## src/hdl/lane_config.svh

```systemverilog
// Lane sizing macros
// Register count, data width, id width, operand field width
`ifndef LANE_CONFIG_SVH
`define LANE_CONFIG_SVH

// Architectural register file depth
`define LANE_NREGS 16

// Integer data width
`define LANE_XLEN 32

// Register id width, log2 of LANE_NREGS
`define LANE_IDW 4

// Operand field of an operation word
// Holds either an Rt id or a short immediate
`define LANE_OPNDW 16

`endif

```

## src/hdl/lanePkg.sv

```systemverilog
// Shared types of the execute lane
// Operation codes, operand union, operation word
`include "lane_config.svh"

package lanePkg;

	// Operation codes, 4 bits
	typedef enum logic [3:0] {
		NOP,
		ADD,
		SUB,
		AND,
		OR,
		XOR,
		MOVI,	// Immediate move
		CMPEQ,	// Sets T, no writeback
		CMPGT,	// Signed, sets T
		MUL,	// Low half, finished in EX2
		MULH,	// High half, finished in EX2
		SAR	// Arithmetic shift, finished in EX2
	} opCodeT;

	// Operand field, two readings of one word
	typedef union packed {
		struct packed {
			logic [`LANE_OPNDW-`LANE_IDW-1:0] pad;	// Unused upper bits
			logic [`LANE_IDW-1:0]             rt;	// Source B id
		} regView;
		logic [`LANE_OPNDW-1:0] imm;	// Sign extended on use
	} operandT;

	// One issued operation
	typedef struct packed {
		opCodeT               opCode;
		logic                 predicated;	// Runs only if T matches
		logic                 predSense;
		logic                 useImm;		// Operand is immediate
		logic [`LANE_IDW-1:0] rd;
		logic [`LANE_IDW-1:0] rs;
		operandT              operand;
	} laneOpT;

endpackage

```

## src/hdl/execStage1.sv

```systemverilog
// First execute stage
// Single cycle ALU, T flag and predicate check, start of MUL/MULH/SAR
`timescale 1ns/10ps
`include "lane_config.svh"

module execStage1 (
	input  logic                    clock,
	input  logic                    rstN,
	input  logic                    opValid,
	input  lanePkg::laneOpT         op,
	input  logic [`LANE_XLEN-1:0]   valRs,
	input  logic [`LANE_XLEN-1:0]   valRt,
	output logic [`LANE_IDW-1:0]    rn1Id,		// Destination for EX2
	output logic [`LANE_XLEN-1:0]   rn1Val,
	output lanePkg::opCodeT         delayKind,	// Work left for EX2
	output logic [2*`LANE_XLEN-1:0] delayVal,
	output logic                    opCancel
);

	logic                           tFlag;
	logic                           opEnable;
	lanePkg::opCodeT                opCode1;
	logic                           doWrite;
	logic [`LANE_XLEN-1:0]          nextVal;
	lanePkg::opCodeT                nextKind;
	logic [2*`LANE_XLEN-1:0]        nextDelay;
	logic                           nextT;
	logic signed [2*`LANE_XLEN-1:0] product;

	// Full signed product, halves picked in EX2
	assign product = $signed(valRs) * $signed(valRt);

	// Predicate check against current T
	assign opEnable = !op.predicated || (tFlag == op.predSense);
	assign opCode1  = (opValid && opEnable) ? op.opCode : lanePkg::NOP;

	always_comb begin
		doWrite   = 1'b1;	// Most ops write rd
		nextVal   = '0;
		nextKind  = lanePkg::NOP;
		nextDelay = '0;
		nextT     = tFlag;
		case (opCode1)
			lanePkg::ADD:   nextVal = valRs + valRt;
			lanePkg::SUB:   nextVal = valRs - valRt;
			lanePkg::AND:   nextVal = valRs & valRt;
			lanePkg::OR:    nextVal = valRs | valRt;
			lanePkg::XOR:   nextVal = valRs ^ valRt;
			lanePkg::MOVI:  nextVal = valRt;	// Operand already extended
			lanePkg::CMPEQ: begin
				doWrite = 1'b0;
				nextT   = (valRs == valRt);
			end
			lanePkg::CMPGT: begin
				doWrite = 1'b0;
				nextT   = ($signed(valRs) > $signed(valRt));
			end
			lanePkg::MUL, lanePkg::MULH: begin
				nextKind  = opCode1;
				nextDelay = product;
			end
			lanePkg::SAR: begin
				// Amount above source
				nextKind  = lanePkg::SAR;
				nextDelay = {{(`LANE_XLEN-5){1'b0}}, valRt[4:0], valRs};
			end
			default: doWrite = 1'b0;	// NOP and cancelled ops
		endcase
	end

	always_ff @(posedge clock or negedge rstN) begin
		if (!rstN) begin
			tFlag     <= 1'b0;
			rn1Id     <= '0;
			delayKind <= lanePkg::NOP;
			opCancel  <= 1'b0;
		end else begin
			tFlag     <= nextT;
			// Id 0 means no write, cancelled op keeps rd for EX2 to redirect
			rn1Id     <= (doWrite || (opValid && !opEnable)) ? op.rd : '0;
			delayKind <= nextKind;
			opCancel  <= opValid && !opEnable;
		end
	end

	// Payload, qualified by rn1Id
	always_ff @(posedge clock) begin
		rn1Val   <= nextVal;	// Zero for delayed ops
		delayVal <= nextDelay;
	end

endmodule

```

## config.mk

```make
export PLATFORM = sky130hd
export DESIGN_NAME = execStage1
export DESIGN_NICKNAME = d
export VERILOG_FILES = /design/src/hdl/lanePkg.sv /design/src/hdl/execStage1.sv
export VERILOG_INCLUDE_DIRS = /design/src /design/src/hdl
export SDC_FILE = /design/constraint.sdc
export NUM_CORES = 2
export LEC_CHECK = 0
export ABC_AREA = 1
export CAP_MARGIN = 10
export CORE_MARGIN = 1
export CORE_UTILIZATION = 50
export CTS_BUF_LIST = sky130_fd_sc_hd__clkbuf_16
export DETAILED_ROUTE_END_ITERATION = 10
export DONT_BUFFER_PORTS = 1
export GPL_ROUTABILITY_DRIVEN = 0
export PLACE_DENSITY = 0.66
export SLEW_MARGIN = 20
export SYNTH_ARGS = -nofsm -noshare
export SYNTH_HDL_FRONTEND = slang
export SYNTH_SLANG_ARGS = --single-unit
```

## constraint.sdc

```tcl
create_clock -name clock -period 4.8 [get_ports clock]
set_clock_uncertainty 0.15 [all_clocks]
set_input_delay 0.24 -clock clock [delete_from_list [all_inputs] [get_ports clock]]
set_output_delay 0.24 -clock clock [all_outputs]
set_load 0.03 [all_outputs]
```

# Yosys cells after proc, flatten, opt, wreduce, memory -nomap -nowiden

Index checks and enable logic that the tools add are counted.

Add/subtract/negate cells: 2
Multipliers: 1
$lt $le $gt $ge: 1
Equal/unequal tests: 13
Multiplexer cells: 7
Bitwise operators: 3
Reductions and logical operators: 9

Operators by type and width:

| operator                                             | number |
|---|---|
| one-hot mux 32 bit (6 select lines)                  | 1 |
| one-hot mux 64 bit (2 select lines)                  | 1 |
| multiplier 32 x 32 -> 64 bit                         | 1 |
| adder 32 bit                                         | 1 |
| AND 32 bit                                           | 1 |
| equality test 32 bit                                 | 1 |
| > comparator 32 bit                                  | 1 |
| bitwise OR 32 bit                                    | 1 |
| subtractor 32 bit                                    | 1 |
| XOR 32 bit                                           | 1 |
| equality test 4 x 3 -> 1 bit (second input constant) | 4 |
| equality test 4 bit (second input constant)          | 4 |
| OR reduction 9 bit                                   | 1 |
| equality test 4 x 2 -> 1 bit (second input constant) | 2 |
| 2-to-1 mux 4 bit                                     | 2 |
| one-hot mux 4 bit (2 select lines)                   | 1 |
| equality test 4 x 1 -> 1 bit (second input constant) | 1 |
| logical AND 1 bit                                    | 2 |
| zero test 1 bit                                      | 2 |
| logical OR 1 bit                                     | 2 |
| one-hot mux 1 bit (2 select lines)                   | 1 |
| nonzero test 2 bit                                   | 1 |
| OR reduction 2 bit                                   | 1 |
| equality test 1 bit                                  | 1 |
| 2-to-1 mux 1 bit                                     | 1 |

Bits in registers: 106
Input bits: 98
Word-level logic and storage cells: 42

# Longest topological paths before layout

Depth in word-level cells: 9
Depth in mapped cells: 33
Depth with buffers taken out: 31

# Least setup slack after synthesis

Ideal clock, no wire load.

Kind: input port to flip-flop
Start point: input port valRs[31]
End point: register delayVal[51]
Library setup time: 0.113 ns
Arrival time: 7.067 ns
Path slack: -2.529 ns
Stages: 30
Buffers on the path: 2
Cell sequence: clkbuf_1 clkbuf_1 nand2_1 inv_1 fa_1 inv_1 fa_1 inv_1 fa_1 fa_1 inv_1 fa_1 inv_1 fa_1 inv_1 fa_1 inv_1 fa_1 ha_1 nand2_1 nor2_1 inv_1 nor2_1 inv_1 nor3_1 nand3_1 nand3_1 nand2_1 nand2_1 nor2_1

Word-level cells in the longest chain between the ends: 2

RTL lines:

| element                             | line             | RTL |
|---|---|---|
| from (decl)                         | execStage1.sv:11 | `` input logic [`LANE_XLEN-1:0] valRs, `` |
| multiplier 32 x 32 -> 64 bit        | execStage1.sv:31 | `assign product = $signed(valRs) * $signed(valRt);` |
| one-hot mux 64 bit (2 select lines) | execStage1.sv:43 | `case (opCode1)` |
| named net nextDelay[51]             | execStage1.sv:26 | `` logic [2*`LANE_XLEN-1:0] nextDelay; `` |
| to (signal assigned)                | execStage1.sv:89 | `delayVal <= nextDelay;` |
| to (decl)                           | execStage1.sv:16 | `` output logic [2*`LANE_XLEN-1:0] delayVal, `` |

The timed path passes the listed nets, and every way through them passes these cells.
A chain may end at the register's enable or synchronous reset.

# Final worst setup path

Start point: input port valRt[2]
End point: register delayVal[58]

Word-level cells in the longest chain between the ends: 2

RTL lines:

| element                             | line             | RTL |
|---|---|---|
| from (decl)                         | execStage1.sv:12 | `` input logic [`LANE_XLEN-1:0] valRt, `` |
| multiplier 32 x 32 -> 64 bit        | execStage1.sv:31 |  |
| one-hot mux 64 bit (2 select lines) | execStage1.sv:43 |  |
| named net nextDelay[58]             | execStage1.sv:26 |  |

The timed path passes the listed nets, and every way through them passes these cells.

==> impl_metrics.json <==
{
  "status": "finished, violations left",
  "violations": "setup timing",
  "fin_util": 0.595,
  "grt_use_total": 0.345,
  "dp_hpwl_um": 125000,
  "seq_area_frac_synth": 0.0461,
  "synth_edf_count": 0,
  "layout-drive-gt1-share": 0.177,
  "core.rowCount": 112,
  "worst-path-max-fanout": 34,
  "viasPerCell": 5.38,
  "finalSetupTns_ns": -64.69,
  "dieArea_sq_um": 95500,
  "critPathLaunchType": "input pin",
  "fin_crit_sh": 1.32,
  "cp-end-kind": "flop",
  "syn-num-nets": 7853,
  "final.setup.worst_slack_ns": -1.56,
  "placed_cell_area_sq_um": 51600,
  "initial_utilization": 0.505,
  "r2r_slack_ns": 1.66,
  "synthTopCellsByArea": "fa_1 (46%), inv_1 (15%), nand2_1 (14%)",
  "worstPathArrival_ns": 6.55,
  "tightest_slew_ns": 1.00,
  "antenna_found_initial": 2,
  "firstDrtPassIters": 8,
  "grt_pass1_wl_um": 251000,
  "cts.sinks": 106,
  "grt_pass1_vias": 44200,
  "yosysWarnings": 0,
  "min_period_ns": 6.36,
  "path_class": "in -> reg",
  "syn_area_sq_um": 47100,
  "vias": 42100,
  "ys_seq_elements": 106,
  "numCtsBuffers": 9,
  "synth_top_area_share": 0.460,
  "die_height_um": 309,
  "yosysMostFrequentCell": "inv_1",
  "drc": 0,
  "synth-main-ff-cell": "dfxtp_1",
  "drtIter0Drc": 4145,
  "wirelength_um": 161000,
  "drv_cap": 0,
  "grt-ovfl-total": 0,
  "relSlewSlack": 0.334,
  "areaGrowthSynthToFinish_pct": 17.9,
  "fin_area_sq_um": 55600,
  "clock.fmax_ghz": 0.157,
  "htree_levels": 3,
  "dp_cells": 7723,
  "worstSkewPairLatency_ns": 0.37,
  "final_cells": 7841,
  "ant_nets": 0,
  "finalHoldViolations": 0,
  "clkTransAtPathRegs_ns": 0.11,
  "wl_per_cell_um": 20.5,
  "slew_viol_final": 0,
  "tritoncts": "yes",
  "finalNetCount": 8044,
  "hold_class": "in -> reg",
  "finalSetupViolations": 54,
  "crit_required_ns": 4.99,
  "die_w_um": 309,
  "cts_buffer_depth": 2,
  "io_pins": 203,
  "root_buffer": "clkbuf_16",
  "async_reset_ff_frac": 0.0943,
  "ys_top_cells_by_count": "inv_1 (1881), nand2_1 (1755), fa_1 (1084), nor2_1 (324), ha_1 (281)",
  "syn_inst": 6390,
  "port_buffers": 0,
  "grt_max_degree": 41,
  "syn_avg_cell_area_sq_um": 7.38,
  "core_sq_um": 93300,
  "rsz0062_at_grt": "true",
  "synth_top_area_cell": "fa_1",
  "fillers": 8313,
  "synth_cell_types": 46
}
[metal layers]
metal	GRT usage	wire (um)	part of all wire	vias to the layer above
li1	-	-	-	18500
met1	0.448	61700	0.38	21000
met4	0.143	8200	0.051	2
met5	0	16	0.000099	-
met3	0.0872	18200	0.11	463
met2	0.551	73000	0.45	2141
[cell type report]
class / count / area (sq um) / share of cell area
Antenna cell: 1 / 2.50 / 0.0000450
Clock buffer: 9 / 225 / 0.00405
Clock inverter: 7 / 52.6 / 0.000946
Inverter: 1886 / 7130 / 0.128
Multi-Input combinational cell: 4152 / 40700 / 0.733
Sequential cell: 106 / 2170 / 0.0391
Tap cell: 1254 / 1570 / 0.0282
Timing Repair Buffer: 426 / 3680 / 0.0662
[cell usage in the layout (no fill, tap or decap), types with 7 or more instances in the layout]
cell type      netlist  layout
inv_1             1881    1752
nand2_1           1755    1547
fa_1              1084    1005
buf_4                1     320
nor2_1             324     233
ha_1               281     213
nand3_1            194     166
nand2_2              3     126
inv_2                5     118
a21oi_1            173     108
dfxtp_1             96      96
fa_2                 0      79
o21ai_0            135      78
nand2_4              1      78
nor2_4               3      68
ha_4                 0      67
buf_6                0      51
o22ai_1             53      45
dlygate4sd3_1        0      39
a21oi_2              1      38
nor2_2               3      29
a21oi_4              0      28
o21ai_1             11      27
o21ai_2              0      27
nand4_1             24      24
nand3_2              2      19
nor3_1              28      17
o21ai_4              0      14
buf_12               0      14
o21bai_1            19      12
inv_4                0      12
nand3b_1            11      11
nand3_4              0      11
dfrtp_1             10      10
clkbuf_16            0       9
nand2_8              0       8
o211ai_1             7       7
o22ai_2              0       7
xnor2_1             11       7
[through the flow]
stage	setup WS, ns	hold slack (ns)
after floorplan	-2.11	-0.206
after global placement	-1.90	-0.205
after detailed placement	-1.99	-0.205
after CTS	-1.40	0.00497
after global routing	-1.70	0.000935
final	-1.56	0.00854
[path summary, 6_finish.rpt]
kind / cells past startpoint / end / startpoint
max in group asynchronous: 1 / delayKind[1] / rstN
worst max-delay path: 26 / delayVal[58] / valRt[2]
worst max register to register: 10 / delayVal[4] / tFlag
min in group asynchronous: 1 / tFlag / rstN
worst min-delay path: 3 / delayVal[25] / valRs[25]
worst min register to register: 2 / tFlag / tFlag
[registers in the layout, summed over array words and instances (netlist names)]
register   flops
opCancel       1
rn1Val        32
delayVal      64
tFlag          1
delayKind      4
rn1Id          4
[repair_timing]
item | CTS | global route
endpoints found under the hold margin | 47 | 0
setup endpoints to repair | 54 | 55
pin swaps | 360 | 239
hold buffers | 39 | 0
setup buffers | 48 | 31
gates resized for setup | 539 | 243
cloned | 1 | 0
[critical path, cell delays in order]
cell and delay [ns]:
nand2_8 0.08, inv_6 0.03, fa_1 0.53, fa_2 0.62, fa_2 0.51, fa_2 0.67, clkinvlp_4 0.12, buf_6 0.14
fa_1 0.50, inv_2 0.05, fa_1 0.52, inv_1 0.05, fa_1 0.49, inv_2 0.04, fa_1 0.56, ha_4 0.25
buf_6 0.13, a21oi_4 0.11, o21a_1 0.21, buf_4 0.14, o21ai_2 0.06, a21oi_2 0.13, nand2_1 0.07, nor2_1 0.12
nor2_1 0.07, nor2_1 0.08
[cells by family (layout without fill, tap and decap cells)]
logic type	Yosys count	after routing	share of synthesized area
adder cells (fa/ha/maj)	1365	1365	0.535
buffers and inverters	2132	2328	0.171
AO/OA/AOI/OAI	412	412	0.0473
other	1	2	0.0000796
flip-flops	106	106	0.0461
AND/OR/NAND/NOR	2362	2362	0.198
XOR/XNOR	12	12	0.00223
Power is left out: the tool's default activity adds up to more than one toggle a clock period on the data nets, which glitch-free logic cannot reach.
