[src/hdl/lane_config.svh]
// Lane sizing macros
// Register count, data width, id width, operand field width
`ifndef LANE_CONFIG_SVH
`define LANE_CONFIG_SVH

// Architectural register file depth
`define LANE_NREGS 16

// Integer data width
`define LANE_XLEN 32

// Register id width, log2 of LANE_NREGS
`define LANE_IDW 4

// Operand field of an operation word
// Holds either an Rt id or a short immediate
`define LANE_OPNDW 16

`endif

[src/hdl/regFile.sv]
// Integer register file
// Two combinational reads, one write, register 0 fixed at zero
`timescale 1ns/10ps
`include "lane_config.svh"

module regFile (
	input  logic                  clock,
	input  logic                  rstN,
	input  logic [`LANE_IDW-1:0]  rdIdA,
	input  logic [`LANE_IDW-1:0]  rdIdB,
	output logic [`LANE_XLEN-1:0] rdValA,
	output logic [`LANE_XLEN-1:0] rdValB,
	input  logic                  wrEn,
	input  logic [`LANE_IDW-1:0]  wrId,
	input  logic [`LANE_XLEN-1:0] wrVal
);

	logic [`LANE_XLEN-1:0] regs [`LANE_NREGS];

	// Writes to register 0 dropped
	always_ff @(posedge clock or negedge rstN) begin
		if (!rstN) begin
			for (int i = 0; i < `LANE_NREGS; i++) begin
				regs[i] <= '0;
			end
		end else if (wrEn && (wrId != '0)) begin
			regs[wrId] <= wrVal;
		end
	end

	// Register 0 reads zero
	// Pending write visible in the cycle it is presented
	assign rdValA = (rdIdA == '0) ? '0 :
		(wrEn && (wrId == rdIdA)) ? wrVal : regs[rdIdA];
	assign rdValB = (rdIdB == '0) ? '0 :
		(wrEn && (wrId == rdIdB)) ? wrVal : regs[rdIdB];

endmodule

[config.mk]
export PLATFORM = sky130hd
export DESIGN_NAME = regFile
export DESIGN_NICKNAME = d
export VERILOG_FILES = /design/src/hdl/regFile.sv
export VERILOG_INCLUDE_DIRS = /design/src /design/src/hdl
export SDC_FILE = /design/constraint.sdc
export NUM_CORES = 1
export LEC_CHECK = 0
export ABC_CLOCK_PERIOD_IN_PS = 1500
export BUFFER_PORTS_ARGS = -buffer_cell sky130_fd_sc_hd__clkbuf_2
export CAP_MARGIN = 20
export CORE_AREA = 4 4 242 244
export CTS_CLUSTER_DIAMETER = 30
export DETAILED_ROUTE_END_ITERATION = 12
export DIE_AREA = 0 0 246 248
export GPL_TIMING_DRIVEN = 1
export PLACE_DENSITY = 0.76
export RECOVER_POWER = 25
export SLEW_MARGIN = 20
export SYNTH_ARGS = -nofsm -noshare
export SYNTH_HDL_FRONTEND = slang
export SYNTH_SLANG_ARGS = --single-unit
export TNS_END_PERCENT = 10
[constraint.sdc]
create_clock -name clock -period 1.5 [get_ports clock]
set_input_delay 0.15 -clock clock [delete_from_list [all_inputs] [get_ports clock]]
set_output_delay 0.15 -clock clock [all_outputs]
set_load 0.01 [all_outputs]
Word level (Yosys, flattened, before mapping)
Cells that the tools add are included.
{"block": "classes", "n_reduce_logical": 7, "mux": 13, "n_lt_le_gt_ge": 4, "n_eq_ne": 2, "bitwise_logic": 3}
{"op": "bitwise mux 512 bit", "n": 1}
{"op": "2-to-1 mux 32 bit", "n": 9}
{"op": "binary-select mux 32 bit (select 4 bit)", "n": 2}
{"op": "demux 32 bit (select 4 bit)", "n": 1}
{"op": "greater-or-equal comparator 5 bit, second input constant", "n": 3}
{"op": "inverter 4 -> 5 bit", "n": 3}
{"op": "== test 4 bit", "n": 2}
{"op": "logical NOT 4 bit", "n": 2}
{"op": "less-than comparator 5 x 1 -> 1 bit, second input constant", "n": 1}
{"op": "logical AND 1 bit", "n": 4}
{"op": "nonzero test 4 bit", "n": 1}
{"block": "totals", "in_bits": 47, "regBits": 512}

Logic depth before layout (Yosys ltp)
Gate-level depths: netlist of the first run.
{"block": "logic_depth", "ltp_word": 6, "depth_mapped": 7, "ltp_nobuf": 4}

Least setup slack after synthesis of the first run
Ideal clock, no wire load.
{"block": "synth_timing", "kind": "input to output", "start": "input port rdIdA[1]", "end": "output port rdValA[10]", "t_required_ns": 1.350, "t_arrival_ns": 1.545, "setup_slack_ns": -0.195, "cell_stages": 7, "path_cell_list": "buf_6 > buf_6 > buf_6 > mux4_2 > nand2_1 > nand3b_1 > a32o_1"}
{"block": "synth_between", "elab_chain_len": 6}
{"item": "start, declared", "line_no": "regFile.sv:9", "rtl": "input logic [`LANE_IDW-1:0] rdIdA,"}
{"item": "inverter 4 -> 5 bit (implied by the code)", "line_no": "regFile.sv:34", "rtl": "(wrEn && (wrId == rdIdA)) ? wrVal : regs[rdIdA];"}
{"item": "binary-select mux 32 bit (select 4 bit)", "line_no": "regFile.sv:34"}
{"item": "2-to-1 mux 32 bit (implied by the code) (2 in a row)", "line_no": "regFile.sv:34"}
{"item": "2-to-1 mux 32 bit", "line_no": "regFile.sv:34"}
{"item": "2-to-1 mux 32 bit *", "line_no": "regFile.sv:33", "rtl": "assign rdValA = (rdIdA == '0) ? '0 :"}
{"item": "end, declared", "line_no": "regFile.sv:11", "rtl": "output logic [`LANE_XLEN-1:0] rdValA,"}
Mark *: on every way between the ends. The rest lies on a longest branch, timed or not. The select of a mux whose other input is x is not followed.

Worst setup path in the final report of the first run
{"block": "layout_timing", "start": "register regs[247] (netlist name)", "end": "output port rdValA[23]"}
{"block": "layout_between", "elab_chain_len": 5}
{"item": "start, declared", "line_no": "regFile.sv:18", "rtl": "logic [`LANE_XLEN-1:0] regs [`LANE_NREGS];"}
{"item": "start signal, assigned by index", "line_no": "regFile.sv:27", "rtl": "regs[wrId] <= wrVal;"}
{"item": "binary-select mux 32 bit (select 4 bit)", "line_no": "regFile.sv:34"}
{"item": "2-to-1 mux 32 bit (implied by the code) (2 in a row)", "line_no": "regFile.sv:34"}
{"item": "2-to-1 mux 32 bit", "line_no": "regFile.sv:34"}
{"item": "2-to-1 mux 32 bit", "line_no": "regFile.sv:33"}
No other way between the ends. The select of a mux whose other input is x is not followed.

==> impl_metrics.tcl, run 1 <==
set metrics [dict create \
    status "finished, violations left" \
    violations "setup timing" \
    path_cells "mux4_2, mux2i_2, nand2_1, a32o_2, buf_6" \
    cts_buffers 104 \
    start_kind "flip-flop" \
    clock_path_buffers 3 \
    clkTransAtPathRegs_ns 0.05 \
    rsz0062_at_grt "yes" \
    critPathBufInv 1 \
    drt-initial-drc-count 1565 \
    synthXorXnorAreaFrac_pct 0.250 \
    die-area_um2 61000 \
    yosys.area_share.simple_pct 5.33 \
    power_mw 54.0 \
    yosysSeqAreaShare_pct 45.8 \
    nets 2151 \
    post-route-period-util_pct 162 \
    worst_path_max_delay_cell "mux4_2" \
    wl_um 79400 \
    slew_viol_final 0 \
    placed_cells 2709 \
    syn_area_um2 28000 \
    ir_drop_mv 0.966 \
    rows 87 \
    hold_viol 0 \
    fin_ws_ns -0.934 \
    critPathTopFamily "multiplexers" \
    cts-htree-levels 3 \
    fin_util_pct 62.1 \
    synth_nets 1935 \
    drive_above_1_share_pct 58.6 \
    drc_errors 0 \
    syn_avg_cell_area_um2 14.8 \
    post_drt_via_cell_ratio 6.35 \
    grt.total_usage_pct 26.7 \
    die_w_um 246 \
    die_y_um 248 \
    grt.overflow.total 0 \
    synthAdderAreaFrac_pct 0 \
    powerDensity_nw_per_um2 1550 \
    ant_nets 0 \
    synthCells 1888 \
    ys_ff_latch 512 \
    slowest_delay_ns 0.48 \
    fin_crit_ns 2.43 \
    worstSkewPairLatency_ns 0.64 \
    drt-pass1-iter-count 7 \
    ys_async_sr_fraction_pct 100 \
    max-slew-margin-rel_pct 44.4 \
    grt_pass1_wl_um 124000 \
    max_freq_mhz 411 \
    whs_ns 0.0318 \
    crit_required_ns 1.35 \
    synth_top_family_by_area "multiplexers" \
    tightest_slew_ns 0.834 \
    grt_pass1_vias 20800 \
    antenna_found_initial 4 \
    largest_reg_flops 512 \
    io_pins 111 \
    reg.largest.list "regs: 512 flops" \
    p_leak_nw 15.0 \
    finalSetupViolations 118 \
    port_buffers 110 \
    dp_hpwl_um 48700 \
    synth_cell_type_count 26 \
    grt_max_degree 74 \
    gp_congestion 0.807 \
    initial_core_util_pct 49.7 \
    layout.cells.non_filler 2951 \
    area_growth_pct 24.8 \
    synth_compound_area_share_pct 2.33 \
    ys_warn_count 0 \
    cts.sinks 512 \
    synth_mux_area_share_pct 42.4 \
    core-area_um2 56300 \
    cp_data_arrival_time_ns 2.28 \
    vias 18700 \
    hold_class "in -> reg" \
    crit_fanout 3 \
    cap_violations 0 \
    synth_top_flop_cell "dfrtp_1" \
    wl_per_cell_um 26.9 \
    end_kind "output pin" \
    crit_type "reg -> out" \
    cts-root-buf "clkbuf_16" \
    cts_tree "built" \
    synth_edf_count 0 \
    top_register "regs" \
    skew_ns 0 \
]
kinds of logic after synthesis:
| family | Yosys count |
|---|---|
| compound gates | 66 |
| simple gates | 276 |
| xor+xnor | 8 |
| flops | 512 |
| mux | 804 |
| buf+inv | 222 |
cells in the mapped netlist, drive strengths merged, types with 2 or more instances:
cell	number	area share [%]
dfrtp	512	46
mux2	480	19
mux4	256	21
nand2	125	1.7
buf	111	2.5
clkbuf	111	1.5
mux2i	68	2.4
nand2b	65	1.5
nand3b	65	1.7
a32o	62	2.2
nor2	9	0.12
xor2	6	0.19
or3	3	0.067
a22o	2	0.063
a31oi	2	0.045
and4b	2	0.072
nor3	2	0.036
nor4	2	0.089
xnor2	2	0.063
metal layers:
metal / global-route usage (%) / share of wire (%) / vias to the layer above
li1: - / - / 7671
met1: 34.2 / 39 / 10000
met2: 43.6 / 49 / 813
met3: 6.18 / 7.4 / 219
met4: 12.5 / 4.0 / 2
met5: 0 / 0.016 / -
path summary, 6_finish.rpt:
| check | to | from | slack, ns | depth (start not counted) |
|---|---|---|---|---|
| max reg2reg | regs[111]$_DFFE_PN0P_ | regs[111]$_DFFE_PN0P_ | 0.57 | 2 |
| max | rdValA[23] | regs[247]$_DFFE_PN0P_ | -0.93 | 5 |
| min in group asynchronous | regs[245]$_DFFE_PN0P_ | rstN | 0.64 | 3 |
| min reg2reg | regs[491]$_DFFE_PN0P_ | regs[491]$_DFFE_PN0P_ | 0.39 | 0 |
| min | regs[438]$_DFFE_PN0P_ | wrVal[22] | 0.03 | 2 |
| max in group asynchronous | regs[137]$_DFFE_PN0P_ | rstN | -0.07 | 4 |
power breakdown:
part	internal [mW]	leakage (nW)	switching [mW]
clock network	16.1	1.79	8.01
logic	6.60	6.88	4.10
registers	16.9	6.33	2.31
cell usage in the layout, fill, tap and decap left out, types with 12 or more instances in the layout:
cell type      netlist  routed
dfrtp_1            512     512
mux2_2             470     470
mux4_2             256     256
nand2_1            125     125
buf_4                7     112
clkbuf_16            0     106
clkbuf_2             0      99
nand3b_1            65      65
nand2b_1            65      64
buf_12               0      64
mux2i_1             68      58
a32o_2               0      52
dlygate4sd3_1        0      37
clkinv_2             0      16
bufinv_16            0      15
clkinvlp_4           0      14
buf_6               20      13
clkbuf_1           111      12
cell type report:
class / count / area, um2
antenna: 3 / 7.51
clock buffer: 125 / 2810
clock inverter: 69 / 900
fill: 3916 / 21400
multi-input combinational: 1154 / 14300
sequential: 512 / 12800
tap: 756 / 946
timing repair buffer: 332 / 3170
worst reg2reg max path: stages, from the launching register on:
cell     delay [ns]
dfrtp_1        0.39
buf_4          0.14
mux2_1         0.29
stage by stage:
step	TNS, ns	cell area (um2)	worst slack [ns]
after CTS	-57.88	34900	-0.937
after floorplan	-5.82	28200	-0.102
after detailed placement	-118.43	30800	-0.536
after global routing	-91.86	34900	-0.983
after global placement	-104.37	30800	-0.497
final	-55.48	34900	-0.934
timing repair:
action / 4_1_cts / 5_1_grt
hold buffers: 38 / 0
endpoints found under the setup margin: 64 / 64
pin swaps: 43 / 9
buffers inserted: 6 / 1
gates resized for setup: 19 / 17
endpoints found under the hold margin: 638 / 0
Power figures use the tool's default switching activity.
==> inputs of run 2 (changes only) <==
--- a/config.mk
+++ b/config.mk
@@ -9,12 +9,12 @@
 export ABC_CLOCK_PERIOD_IN_PS = 1500
 export BUFFER_PORTS_ARGS = -buffer_cell sky130_fd_sc_hd__clkbuf_2
 export CAP_MARGIN = 20
-export CORE_AREA = 4 4 242 244
+export CORE_AREA = 4 4 227 229
 export CTS_CLUSTER_DIAMETER = 30
 export DETAILED_ROUTE_END_ITERATION = 12
-export DIE_AREA = 0 0 246 248
+export DIE_AREA = 0 0 231 233
 export GPL_TIMING_DRIVEN = 1
-export PLACE_DENSITY = 0.76
+export PLACE_DENSITY = 0.84
 export RECOVER_POWER = 25
 export SLEW_MARGIN = 20
 export SYNTH_ARGS = -nofsm -noshare
==> run 2 against run 1 <==
The flow still finishes with violations (setup timing). Global-route usage increased by 5.2 points. Utilization is 6.8 points higher. Worst hold slack worse by 0.0048 ns. Critical path depth unchanged. Wire length is 7.6% higher. Clock skew did not move. Combinational power is essentially flat. Sequential power barely moved. Non-clock buffer count down 18. Cell count is 4.1% lower.
==> impl_metrics.tcl, run 2 (same netlist as run 1, synthesis figures left out) <==
set metrics [dict create \
    rows 82 \
    drive_above_1_share_pct 59.9 \
    grt.overflow.total 0 \
    design_area_um2 34200 \
    worstSkewPairLatency_ns 0.62 \
    cts_buffers 96 \
    max-slew-margin-rel_pct 50.0 \
    grt_pass1_wl_um 131000 \
    io_pins 111 \
    drt-initial-drc-count 2093 \
    place_area_um2 30800 \
    tns_ns -54.67 \
    slowest_delay_ns 0.56 \
    placed_cells 2641 \
    rsz0062_at_grt "yes" \
    fin_crit_ns 2.48 \
    drc_errors 0 \
    drt-pass1-iter-count 6 \
    cap_violations 0 \
    worstHoldPathCells 2 \
    ant_nets 0 \
    layout_common_cells "512 x dfrtp_1, 470 x mux2_2, 256 x mux4_2" \
    top_register "regs" \
    start_kind "flip-flop" \
    critPathTopFamily "multiplexers" \
    max_freq_mhz 403 \
    wl_um 85400 \
    hold_class "in -> reg" \
    p_leak_nw 14.7 \
    whs_ns 0.0270 \
    cp.depth 5 \
    cp_data_arrival_time_ns 2.33 \
    worst_path_max_delay_cell "mux4_2" \
    critPathBufInv 1 \
    skew_ns 0 \
    largest_reg_flops 512 \
    grt_pass1_vias 21600 \
    violations "setup timing" \
    power_mw 52.5 \
    clock_path_buffers 3 \
    layout_commonest_cell "dfrtp_1" \
    antenna_found_initial 2 \
    gp_congestion 0.855 \
    worst-r2r-cell-count 2 \
    hold_viol 0 \
    nets 2125 \
    port_buffers 110 \
    path_cells "mux4_2, mux2i_2, nand2_1, a32o_2, clkbuf_2" \
    cts.sinks 512 \
    post-route-period-util_pct 166 \
    reg.largest.list "regs: 512 flops" \
    place_ws_ns -0.526 \
    end_kind "output pin" \
    die_w_um 231 \
    cts-htree-levels 3 \
    cts_tree "built" \
    wl_per_cell_um 30.2 \
    area_growth_pct 22.2 \
    powerDensity_nw_per_um2 1530 \
    finalSetupViolations 64 \
    crit_required_ns 1.35 \
    core-area_um2 49700 \
    post_drt_via_cell_ratio 6.94 \
    fin_ws_ns -0.984 \
    die_y_um 233 \
    cts-root-buf "clkbuf_16" \
    clkTransAtPathRegs_ns 0.05 \
    crit_fanout 3 \
    dp_hpwl_um 48200 \
    vias 19600 \
    initial_core_util_pct 56.3 \
    tightest_slew_ns 0.750 \
    ir_drop_mv 0.988 \
    crit_type "reg -> out" \
    grt.total_usage_pct 31.9 \
    status "finished, violations left" \
    slew_viol_final 0 \
    fin_util_pct 68.9 \
    layout.cells.non_filler 2830 \
    die-area_um2 53800 \
    grt_max_degree 90 \
]
[run 2: changes by cell type in the layout (fill, tap and decap cells not counted), sizes merged]
cell / change
diode: -1
bufinv: -5
dlygate4sd3: -30
clkinvlp: +3
clkbuf: -10
inv: +6
[run 2: final timing paths]
path                            slack (ns)                     to                  start
min in group asynchronous             0.51  regs[504]$_DFFE_PN0P_                   rstN
worst max-delay path                 -0.98             rdValA[14]   regs[78]$_DFFE_PN0P_
worst min-delay path                  0.03  regs[221]$_DFFE_PN0P_              wrVal[29]
worst min register to register        0.39  regs[505]$_DFFE_PN0P_  regs[505]$_DFFE_PN0P_
worst max register to register        0.55   regs[64]$_DFFE_PN0P_   regs[64]$_DFFE_PN0P_
max in group asynchronous             0.05  regs[423]$_DFFE_PN0P_                   rstN
[run 2: final cells by class]
| class | count | area (um2) |
|---|---|---|
| flip-flops and latches | 512 | 12800 |
| clock buffers | 103 | 2490 |
| diodes | 2 | 5.00 |
| repair buffers | 314 | 2920 |
| multi-input cells | 1154 | 14300 |
| well taps | 672 | 841 |
| clock inverters | 73 | 801 |
| fillers | 2939 | 15500 |
[run 2: per-layer routing]
| metal | vias to the layer above | part of all wire, % | global-route usage (%) |
|---|---|---|---|
| met4 | 0 | 6.2 | 18.6 |
| met1 | 10300 | 35 | 38.9 |
| li1 | 7627 | - | - |
| met5 | - | 0 | 0 |
| met2 | 1318 | 49 | 51.9 |
| met3 | 419 | 9.6 | 8.40 |
[run 2: report_power, final]
group	internal [mW]	switching [mW]	total, mW
Combinational	6.60	4.42	11.0
Sequential	16.9	2.64	19.5
Clock	13.9	8.01	21.9
[run 2: repair_timing]
| item | CTS | global route |
|---|---|---|
| buffers inserted | 3 | 1 |
| pin swaps | 41 | 7 |
| hold endpoints to repair | 517 | 0 |
| endpoints found under the setup margin | 64 | 64 |
| gates resized for setup | 18 | 21 |
| hold buffers | 7 | 0 |
